==> config.mk <==
export PLATFORM = sky130hd
export DESIGN_NAME = cgra_top
export DESIGN_NICKNAME = d
export VERILOG_FILES = /design/src/rtl/cgra_geom_pkg.sv /design/src/rtl/cgra_cfg_pkg.sv /design/src/rtl/cgra_cfg_apb.sv /design/src/rtl/pe_cell.sv /design/src/rtl/pe_row.sv /design/src/rtl/pe_array.sv /design/src/rtl/cgra_top.sv
export SDC_FILE = /design/constraint.sdc
export NUM_CORES = 2
export LEC_CHECK = 0
export BUFFER_PORTS_ARGS = -buffer_cell sky130_fd_sc_hd__buf_4
export CORE_UTILIZATION = 30
export DETAILED_ROUTE_END_ITERATION = 7
export SYNTH_ARGS = -nofsm -noshare
export SYNTH_HDL_FRONTEND = slang
export SYNTH_SLANG_ARGS = --single-unit
export TNS_END_PERCENT = 1
==> constraint.sdc <==
create_clock -name CLK -period 19.64 [get_ports CLK]
set_input_delay 1.964 -clock CLK [delete_from_list [all_inputs] [get_ports CLK]]
set_output_delay 1.964 -clock CLK [all_outputs]
set_load 0.05 [all_outputs]
==> src/rtl/cgra_geom_pkg.sv <==
package cgra_geom_pkg;

   localparam int PE_ROWS = 4;
   localparam int PE_COLS = 4;
   localparam int DATA_W  = 8;

   typedef logic [DATA_W-1:0] lane_t;

   // one stream beat, lane 0 in the low bits
   typedef struct packed {
      logic                valid;
      lane_t [PE_COLS-1:0] lanes;
   } lane_bus_t;

endpackage

==> src/rtl/cgra_cfg_pkg.sv <==
package cgra_cfg_pkg;

   typedef enum logic [2:0] {
      OP_PASS_A = 3'd0,
      OP_ADD    = 3'd1,
      OP_SUB    = 3'd2,
      OP_MUL    = 3'd3,
      OP_AND    = 3'd4,
      OP_OR     = 3'd5,
      OP_XOR    = 3'd6,
      OP_MAX    = 3'd7
   } alu_op_t;

   // where an operand comes from, relative to the cell's own lane
   typedef enum logic [1:0] {
      SEL_S     = 2'd0,
      SEL_SW    = 2'd1,
      SEL_SE    = 2'd2,
      SEL_CONST = 2'd3
   } opnd_sel_t;

   typedef struct packed {
      alu_op_t   op;
      opnd_sel_t sel_a;
      opnd_sel_t sel_b;
   } pe_cfg_t;

   typedef struct packed {
      logic                                door_en;
      cgra_geom_pkg::lane_t                const_a;
      cgra_geom_pkg::lane_t                const_b;
      pe_cfg_t [cgra_geom_pkg::PE_COLS-1:0] pe;
   } row_cfg_t;

   localparam int PE_CFG_W = $bits(pe_cfg_t);

   // register map, one pair of words per row
   localparam int APB_ADDR_W     = 8;
   localparam int APB_DATA_W     = 32;
   localparam int REG_ROW_STRIDE = 8;
   localparam int REG_PE_OFS     = 0;
   localparam int REG_CONST_OFS  = 4;

endpackage

==> src/rtl/cgra_cfg_apb.sv <==
`timescale 1ns/1ps

module cgra_cfg_apb (
   input  logic                                CLK,
   input  logic                                arst_n,
   input  logic [cgra_cfg_pkg::APB_ADDR_W-1:0] paddr,
   input  logic                                psel,
   input  logic                                penable,
   input  logic                                pwrite,
   input  logic [cgra_cfg_pkg::APB_DATA_W-1:0] pwdata,
   output logic [cgra_cfg_pkg::APB_DATA_W-1:0] prdata,
   output logic                                pready,
   output logic                                pslverr,
   output cgra_cfg_pkg::row_cfg_t              cfg [cgra_geom_pkg::PE_ROWS]
);
   import cgra_geom_pkg::*;
   import cgra_cfg_pkg::*;

   localparam int ROW_SHIFT = $clog2(REG_ROW_STRIDE);
   localparam int ROW_IDX_W = $clog2(PE_ROWS);
   localparam int PE_WORD_W = PE_COLS * PE_CFG_W;
   localparam int ADDR_END  = PE_ROWS * REG_ROW_STRIDE;

   logic [ROW_IDX_W-1:0]  row_idx;
   logic [ROW_SHIFT-1:0]  word_ofs;
   logic                  addr_err;
   logic                  access;
   logic [APB_DATA_W-1:0] rd_word;

   assign row_idx  = paddr[ROW_SHIFT +: ROW_IDX_W];
   assign word_ofs = paddr[ROW_SHIFT-1:0];
   assign access   = psel & penable;

   // past the last row, or not on a word boundary
   assign addr_err = (32'(paddr) >= ADDR_END) || (paddr[1:0] != 2'b00);

   always_comb begin
      rd_word = '0;
      case (word_ofs)
         ROW_SHIFT'(REG_PE_OFS): begin
            rd_word[PE_WORD_W-1:0] = cfg[row_idx].pe;
         end
         ROW_SHIFT'(REG_CONST_OFS): begin
            rd_word[DATA_W-1:0]        = cfg[row_idx].const_a;
            rd_word[2*DATA_W-1:DATA_W] = cfg[row_idx].const_b;
            rd_word[2*DATA_W]          = cfg[row_idx].door_en;
         end
         default: begin
            rd_word = '0;
         end
      endcase
   end

   assign prdata  = (access && !pwrite && !addr_err) ? rd_word : '0;
   assign pslverr = access & addr_err;
   // no wait states
   assign pready  = 1'b1;

   always_ff @(posedge CLK or negedge arst_n) begin
      if (!arst_n) begin
         for (int r = 0; r < PE_ROWS; r++) begin
            cfg[r] <= '0;
         end
      end else if (access && pwrite && !addr_err) begin
         case (word_ofs)
            ROW_SHIFT'(REG_PE_OFS): begin
               cfg[row_idx].pe <= pwdata[PE_WORD_W-1:0];
            end
            ROW_SHIFT'(REG_CONST_OFS): begin
               cfg[row_idx].const_a <= pwdata[DATA_W-1:0];
               cfg[row_idx].const_b <= pwdata[2*DATA_W-1:DATA_W];
               cfg[row_idx].door_en <= pwdata[2*DATA_W];
            end
            default: begin
               cfg[row_idx] <= cfg[row_idx];
            end
         endcase
      end
   end

endmodule

==> src/rtl/pe_cell.sv <==
`timescale 1ns/1ps

module pe_cell (
   input  cgra_geom_pkg::lane_t  lane_s,
   input  cgra_geom_pkg::lane_t  lane_sw,
   input  cgra_geom_pkg::lane_t  lane_se,
   input  cgra_geom_pkg::lane_t  const_a,
   input  cgra_geom_pkg::lane_t  const_b,
   input  cgra_cfg_pkg::pe_cfg_t cfg,
   output cgra_geom_pkg::lane_t  result
);
   import cgra_geom_pkg::*;
   import cgra_cfg_pkg::*;

   lane_t opnd_a;
   lane_t opnd_b;

   function automatic lane_t pick(
      input opnd_sel_t sel,
      input lane_t     s,
      input lane_t     sw,
      input lane_t     se,
      input lane_t     cst
   );
      case (sel)
         SEL_S:     pick = s;
         SEL_SW:    pick = sw;
         SEL_SE:    pick = se;
         SEL_CONST: pick = cst;
      endcase
   endfunction

   always_comb begin
      opnd_a = pick(cfg.sel_a, lane_s, lane_sw, lane_se, const_a);
      opnd_b = pick(cfg.sel_b, lane_s, lane_sw, lane_se, const_b);
      // all arithmetic wraps at 8 bits
      case (cfg.op)
         OP_PASS_A: result = opnd_a;
         OP_ADD:    result = opnd_a + opnd_b;
         OP_SUB:    result = opnd_a - opnd_b;
         OP_MUL:    result = opnd_a * opnd_b;
         OP_AND:    result = opnd_a & opnd_b;
         OP_OR:     result = opnd_a | opnd_b;
         OP_XOR:    result = opnd_a ^ opnd_b;
         OP_MAX:    result = (opnd_a > opnd_b) ? opnd_a : opnd_b;
      endcase
   end

endmodule

==> src/rtl/pe_row.sv <==
`timescale 1ns/1ps

module pe_row (
   input  logic                     CLK,
   input  logic                     arst_n,
   input  cgra_geom_pkg::lane_bus_t below,
   input  cgra_cfg_pkg::row_cfg_t   cfg,
   output cgra_geom_pkg::lane_bus_t above
);
   import cgra_geom_pkg::*;

   // padded by a zero lane on each side for the diagonal picks
   lane_t [PE_COLS+1:0] edge_lanes;
   lane_t [PE_COLS-1:0] row_lanes;
   lane_t [PE_COLS-1:0] door_lanes;
   logic                door_vld;

   assign edge_lanes = {lane_t'(0), below.lanes, lane_t'(0)};

   for (genvar c = 0; c < PE_COLS; c++) begin : g_col
      pe_cell cell_i (
         .lane_s  (edge_lanes[c+1]),
         .lane_sw (edge_lanes[c]),
         .lane_se (edge_lanes[c+2]),
         .const_a (cfg.const_a),
         .const_b (cfg.const_b),
         .cfg     (cfg.pe[c]),
         .result  (row_lanes[c])
      );
   end

   // door register, only used when door_en is set
   always_ff @(posedge CLK or negedge arst_n) begin
      if (!arst_n) begin
         door_vld <= 1'b0;
      end else begin
         door_vld <= cfg.door_en & below.valid;
      end
   end

   always_ff @(posedge CLK) begin
      if (cfg.door_en && below.valid) begin
         door_lanes <= row_lanes;
      end
   end

   assign above.valid = cfg.door_en ? door_vld : below.valid;
   assign above.lanes = cfg.door_en ? door_lanes : row_lanes;

endmodule

==> src/rtl/pe_array.sv <==
`timescale 1ns/1ps

module pe_array (
   input  logic                     CLK,
   input  logic                     arst_n,
   input  cgra_geom_pkg::lane_bus_t in_bus,
   input  cgra_cfg_pkg::row_cfg_t   cfg [cgra_geom_pkg::PE_ROWS],
   output cgra_geom_pkg::lane_bus_t out_bus
);
   import cgra_geom_pkg::*;

   // link[r] enters row r from the south, link[PE_ROWS] leaves the top
   lane_bus_t           link [PE_ROWS+1];
   logic                out_vld;
   lane_t [PE_COLS-1:0] out_lanes;

   assign link[0] = in_bus;

   for (genvar r = 0; r < PE_ROWS; r++) begin : g_row
      pe_row row_i (
         .CLK    (CLK),
         .arst_n (arst_n),
         .below  (link[r]),
         .cfg    (cfg[r]),
         .above  (link[r+1])
      );
   end

   // final result register, always one cycle
   always_ff @(posedge CLK or negedge arst_n) begin
      if (!arst_n) begin
         out_vld <= 1'b0;
      end else begin
         out_vld <= link[PE_ROWS].valid;
      end
   end

   always_ff @(posedge CLK) begin
      if (link[PE_ROWS].valid) begin
         out_lanes <= link[PE_ROWS].lanes;
      end
   end

   assign out_bus.valid = out_vld;
   assign out_bus.lanes = out_lanes;

endmodule

==> src/rtl/cgra_top.sv <==
`timescale 1ns/1ps

module cgra_top (
   input  logic                                CLK,
   input  logic                                arst_n,
   input  logic [cgra_cfg_pkg::APB_ADDR_W-1:0] paddr,
   input  logic                                psel,
   input  logic                                penable,
   input  logic                                pwrite,
   input  logic [cgra_cfg_pkg::APB_DATA_W-1:0] pwdata,
   output logic [cgra_cfg_pkg::APB_DATA_W-1:0] prdata,
   output logic                                pready,
   output logic                                pslverr,
   input  cgra_geom_pkg::lane_bus_t            in_bus,
   output cgra_geom_pkg::lane_bus_t            out_bus
);
   import cgra_geom_pkg::*;
   import cgra_cfg_pkg::*;

   row_cfg_t cfg [PE_ROWS];

   cgra_cfg_apb cfg_apb_i (
      .CLK     (CLK),
      .arst_n  (arst_n),
      .paddr   (paddr),
      .psel    (psel),
      .penable (penable),
      .pwrite  (pwrite),
      .pwdata  (pwdata),
      .prdata  (prdata),
      .pready  (pready),
      .pslverr (pslverr),
      .cfg     (cfg)
   );

   pe_array array_i (
      .CLK     (CLK),
      .arst_n  (arst_n),
      .in_bus  (in_bus),
      .cfg     (cfg),
      .out_bus (out_bus)
   );

endmodule

# Yosys cells after proc, flatten, opt, wreduce, memory -nomap -nowiden
# Index checks and enable logic that the tools add are counted.
dict set report word_totals {
  reg_bits 345
  input_bits 78
  elab_cells 572
  output_inout_bits 67
}
dict set report classes {
  n_bitwise 55
  n_eq_ne 209
  n_lt_le_gt_ge 19
  mul 16
  mux 94
  n_addsub 32
  reduce_logical 62
}
# cell n
set op_table {}
lappend op_table {{$pmux 8 s4} 32}
lappend op_table {{$pmux 8 s8} 16}
lappend op_table {{$bwmux 180} 5}
lappend op_table {{$demux 45 s2} 5}
lappend op_table {{$pmux 180 s2} 1}
lappend op_table {{$eq 3x3->1 const B} 65}
lappend op_table {{$mux 45} 4}
lappend op_table {{$add 8x8->8} 16}
lappend op_table {{$and 8x8->8} 16}
lappend op_table {{$eq 2x2->1 const B} 64}
lappend op_table {{$gt 8x8->1} 16}
lappend op_table {{$mul 8x8->8} 16}
lappend op_table {{$mux 32} 4}
lappend op_table {{$mux 8} 16}
lappend op_table {{$or 8x8->8} 16}
lappend op_table {{$sub 8x8->8} 16}
lappend op_table {{$xor 8x8->8} 16}
lappend op_table {{$eq 3x2->1 const B} 32}
lappend op_table {{$bmux 45 s2} 1}
lappend op_table {{$eq 2x1->1 const B} 32}
lappend op_table {{$logic_not 2->1} 32}
lappend op_table {{$mux 28} 2}
lappend op_table {{$logic_not 3->1} 17}
lappend op_table {{$eq 3x1->1 const B} 16}
lappend op_table {{14 further kinds} 31}

# Longest topological paths before layout
dict set report depth {
  depth_word 21
  ltp_mapped 78
  mapped_depth_nobuf 76
}

# Modules after synthesis
# Synthesis repeated with hierarchy kept, for this count alone.
dict set report unflattened {
  cells_unflattened 6203
  area_unflattened_um2 57807.9
}
# mod area_per_inst_um2 cells_each seq_area_each_um2 n_inst
set modules_own_cells {}
lappend modules_own_cells {{pe_cell (array_i.g_row[1].row_i.g_col[1].cell_i ...)} 2651.3 334 0.0 9}
lappend modules_own_cells {{pe_cell (array_i.g_row[0].row_i.g_col[0].cell_i ...)} 2648.8 342 0.0 4}
lappend modules_own_cells {cgra_cfg_apb 8262.9 502 4504.3 1}
lappend modules_own_cells {pe_row 1547.7 72 985.9 4}
lappend modules_own_cells {{pe_cell (array_i.g_row[3].row_i.g_col[3].cell_i)} 2682.6 340 0.0 1}
lappend modules_own_cells {{pe_cell (array_i.g_row[1].row_i.g_col[0].cell_i)} 2662.6 340 0.0 1}
lappend modules_own_cells {{pe_cell (array_i.g_row[3].row_i.g_col[2].cell_i)} 2558.7 325 0.0 1}
lappend modules_own_cells {pe_array 993.5 34 985.9 1}

# Least setup slack after synthesis
# No wires, ideal clock.
dict set report synth_timing {
  kind {input-to-reg}
  startpoint {input in_bus[25] (netlist bit)}
  endpoint {register array_i.out_lanes, in the netlist array_i.out_bus[31] (data pin)}
  path_stages 68
  n_path_buf 0
  path_slack_ns 2.326
  setup_time_ns 0.260
  arrival_time_ns 17.054
  t_required_ns 19.380
  path_cell_list {mux4_2 inv_1 nor2_1 ha_1 ha_1 inv_1 fa_1 inv_1 ha_1 nor2b_1 mux4_2 or3_1 o31ai_1 a311oi_1 a211oi_1 inv_1 ha_1 inv_1 [32 not listed] inv_1 nor2_1 ha_1 ha_1 fa_1 inv_1 fa_1 inv_1 ha_1 a21oi_1 xnor2_1 xnor2_1 xnor2_1 xnor2_1 xnor2_1 xnor2_1 o21ai_1 mux2_2}
}
# element line
set synth_lines {}
lappend synth_lines {{start, declared} cgra_top.sv:14} ;# input cgra_geom_pkg::lane_bus_t in_bus,
lappend synth_lines {{end signal, assigned} pe_array.sv:40} ;# out_lanes <= link[PE_ROWS].lanes;
lappend synth_lines {{end, declared} pe_array.sv:15} ;# lane_t [PE_COLS-1:0] out_lanes;

==> out/qor.txt <==
Hpwl dp = 207600 um
Starting density of the core = 30.31%
Post-synth top area share = 13.35%
Post-synthesis xor/xnor area fraction = 4.290%
Post-DRT Antenna Nets = 0
Leakage power = 29.59 nW
Register bit total from synthesis = 345
Core ar. = 0.1982 mm^2
Setup tns final = 0 ns
Hold WC Path Type = reg2reg
Min cycle time layout = 18.85 ns
Largest stage delay on the critical path = 0.97 ns
Synth top area cells = ha_1 (13%), edfxtp_1 (8.0%), dfrtp_1 (7.7%)
Clock sinks = 345
Internal power = 1.971 mW
Register area = 0.009439 mm^2
Maximum VDD drop = 0.05041 mV
Number of flops mapped to enable cells by yosys = 160
CP arrival = 19.18 ns
Largest net degree at the start of global routing = 67
Top delay family on crit path = adder cells
Starting DRT DRC Count = 7718
Row Count = 163
Mapped Area = 0.06009 mm^2
RSZ-0062 raised after global routing = no
Worst-skew pair later-pin latency = 0.63 ns
Worst slew margin = 15.90%
Compound-Gate Fraction of Synth Area = 25.69%
Main flop type after synthesis = dfrtp_1
Worst setup SP type = primary input
Final Max Tran Viols = 0
Final Cycle Share = 95.99%
Total GRT Usage = 25.00%
IO buf count = 135
Post-Synthesis Cells = 7760
Clock power share = 27.7%
Sequential share of power = 23.4%
Number of buffers created by CTS = 42
Crit-path most repeated cell = inv_1
Mux cell area share after synthesis = 7.753%
Post-synthesis simple-gate area fraction = 17.61%
NetSw = 1.317 mW
FILL cells = 20891
Endpoints failing hold = 0
Die H = 449.5 um
Die footprint = 0.2021 mm^2
Status = completed
Resized cells post-CTS = 0
WL final = 262800 um
# hold bufs at CTS = 0
Largest family of logic cells by synthesized area = compound AO/OA/AOI/OAI gates
Yosys warns = 0
Sw frac = 40.05%
Worst Path Max Fanout = 6
Avg WL per Cell = 24.74 um
Vias in the first global route = 59819
Global-route wire length before repair = 390200 um
Syn avg cell area = 7.743 um^2
Area of the multi-input gates = 0.04582 mm^2
Worst-path clk slew = 0.07 ns
Critical Path RT = 19.96 ns
Buf+Inv Stages, Crit Path = 17
Fmax = 0.05304 GHz
Pre-antenna DRT Iters = 7
Slowest cell on the critical path = a211oi_1
Final net count = 8875
Via count = 62537
# Max-Cap Violations = 0
CP Class = in2reg
Worst slew pin tran = 1.261 ns
Gate power share = 48.9%
H-Tree Depth = 2
Worst-case clock buffer depth = 3
Dominant cell type by area after synthesis = ha_1
Routed vias/inst = 5.888
Power Density = 48.67 mW/mm^2
Synth Area in Adders = 20.81%
# DRC = 0
Root buffer cell = clkbuf_16
Finish-stage setup viols = 0
Post-synthesis async set-or-reset flop share = 53.62%
Width of the die = 449.5 um
Fraction of layout cells with a size suffix above 1 = 12.00%
Hold WS = 0.5156 ns
Setup repair bufs after CTS = 0
Setup Skew = 0.05103 ns
CP Capture Type = register
CTS tree = yes
Io pins = 145
Initial antenna violation count = 21
Syn-to-layout area delta = 12.43%
Post-synthesis sequential area ratio = 15.70%
Routability cong. = 1.036
Grt ovf = 0
Synth unique cells = 113
power by group through the flow:
stage	Clock, mW	Sequential [mW]	Combinational, mW
2_1_floorplan	0	0.786	1.08
3_3_place_gp	0	0.784	1.55
3_5_place_dp	0	0.784	1.58
4_1_cts	0.910	0.770	1.59
5_1_grt	0.929	0.770	1.76
6_report	0.909	0.770	1.61
path summary, 6_finish.rpt:
path	from	to	slack (ns)	cells past startpoint
max in group asynchronous	arst_n	async pin	16.06	3
worst min-delay path	register	register	0.52	2
worst max-delay path	in_bus[19]	array_i.out_bus[23]$_DFFE_PP_	0.79	72
min in group asynchronous	arst_n	array_i.out_vld$_DFF_PN0_	1.34	1
worst min register to register	register	register	0.52	2
worst max register to register	register	array_i.out_bus[23]$_DFFE_PP_	1.04	71
placed cells by master (no fill, tap or decap), drive strengths merged, types with 46 or more instances in the layout:
master / instances
a211oi: 79
a21o: 94
a21oi: 535
a221oi: 67
a22oi: 65
and2: 62
buf: 559
clkbuf: 58
dfrtp: 185
edfxtp: 160
fa: 224
ha: 641
inv: 830
mux2: 83
mux2i: 120
mux4: 112
nand2: 571
nand2b: 108
nand3: 73
nor2: 1048
nor2b: 109
nor3: 92
nor3b: 50
o211ai: 80
o21a: 58
o21ai: 688
o21bai: 60
o221ai: 46
o22ai: 68
o31ai: 61
xnor2: 202
worst register-to-register path: cells and delay by family (launching register included):
kind | cells | cell delay, ns
buf+inv | 16 | 1.65
compound gates | 20 | 4.75
mux | 2 | 0.42
xor+xnor | 7 | 1.22
fa+ha+maj | 18 | 8.02
simple gates | 8 | 1.60
flops | 1 | 0.63
cells by family (layout without fill, tap and decap cells):
kind of cell / after synthesis / in the layout
compound gates: 2349 / 2349
simple gates: 2338 / 2338
buf+inv: 1281 / 1484
fa+ha+maj: 865 / 865
flops: 345 / 345
mux: 315 / 315
xor+xnor: 265 / 265
other cells: 2 / 20
cell usage after synthesis, drive strengths merged, types with 50 or more instances:
cell type / n
nor3: 92
mux2: 83
o211ai: 80
and2: 62
mux4: 112
a22oi: 65
nand2: 571
inv: 827
a211oi: 79
o21ai: 688
o21a: 58
edfxtp: 160
xnor2: 202
nand3: 73
nand2b: 108
o22ai: 68
ha: 641
nor2b: 109
nor3b: 50
clkbuf: 354
o21bai: 60
a21oi: 535
fa: 224
buf: 81
o31ai: 61
dfrtp: 185
nor2: 1048
a221oi: 67
a21o: 94
mux2i: 120
per-stage QoR:
step | cell area, um^2 | power, mW | util (%) | worst slack [ns] | cells
floorplan | 60100 | 1.871 | - | 2.326 | 7763
global placement | 65980 | 2.334 | 33.28 | 0.5743 | 10528
detailed placement | 65980 | 2.363 | 33.28 | 0.4890 | 10528
CTS | 67520 | 3.272 | 34.06 | 1.067 | 10606
global route | 67550 | 3.461 | 34.08 | 0.09873 | 10618
finish | 67560 | 3.288 | 34.08 | 0.7867 | 10621
per-layer routing:
| layer | vias up | track usage (%) | wire length (um) |
|---|---|---|---|
| met4 | 6 | 15.01 | 17900 |
| met5 | - | 0 | 46 |
| met1 | 30488 | 32.66 | 104300 |
| met3 | 684 | 4.824 | 27270 |
| li1 | 27797 | - | - |
| met2 | 3562 | 38.01 | 113300 |
final cells by class:
type / instances / area share, %
Multi-Input combinational cell: 6137 / 67.82
Sequential cell: 345 / 13.97
Timing Repair Buffer: 560 / 6.288
Tap cell: 2640 / 4.890
Inverter: 846 / 4.701
Clock buffer: 57 / 1.828
Clock inverter: 21 / 0.4464
Antenna cell: 15 / 0.05556
(Power assumes the default switching activity.)
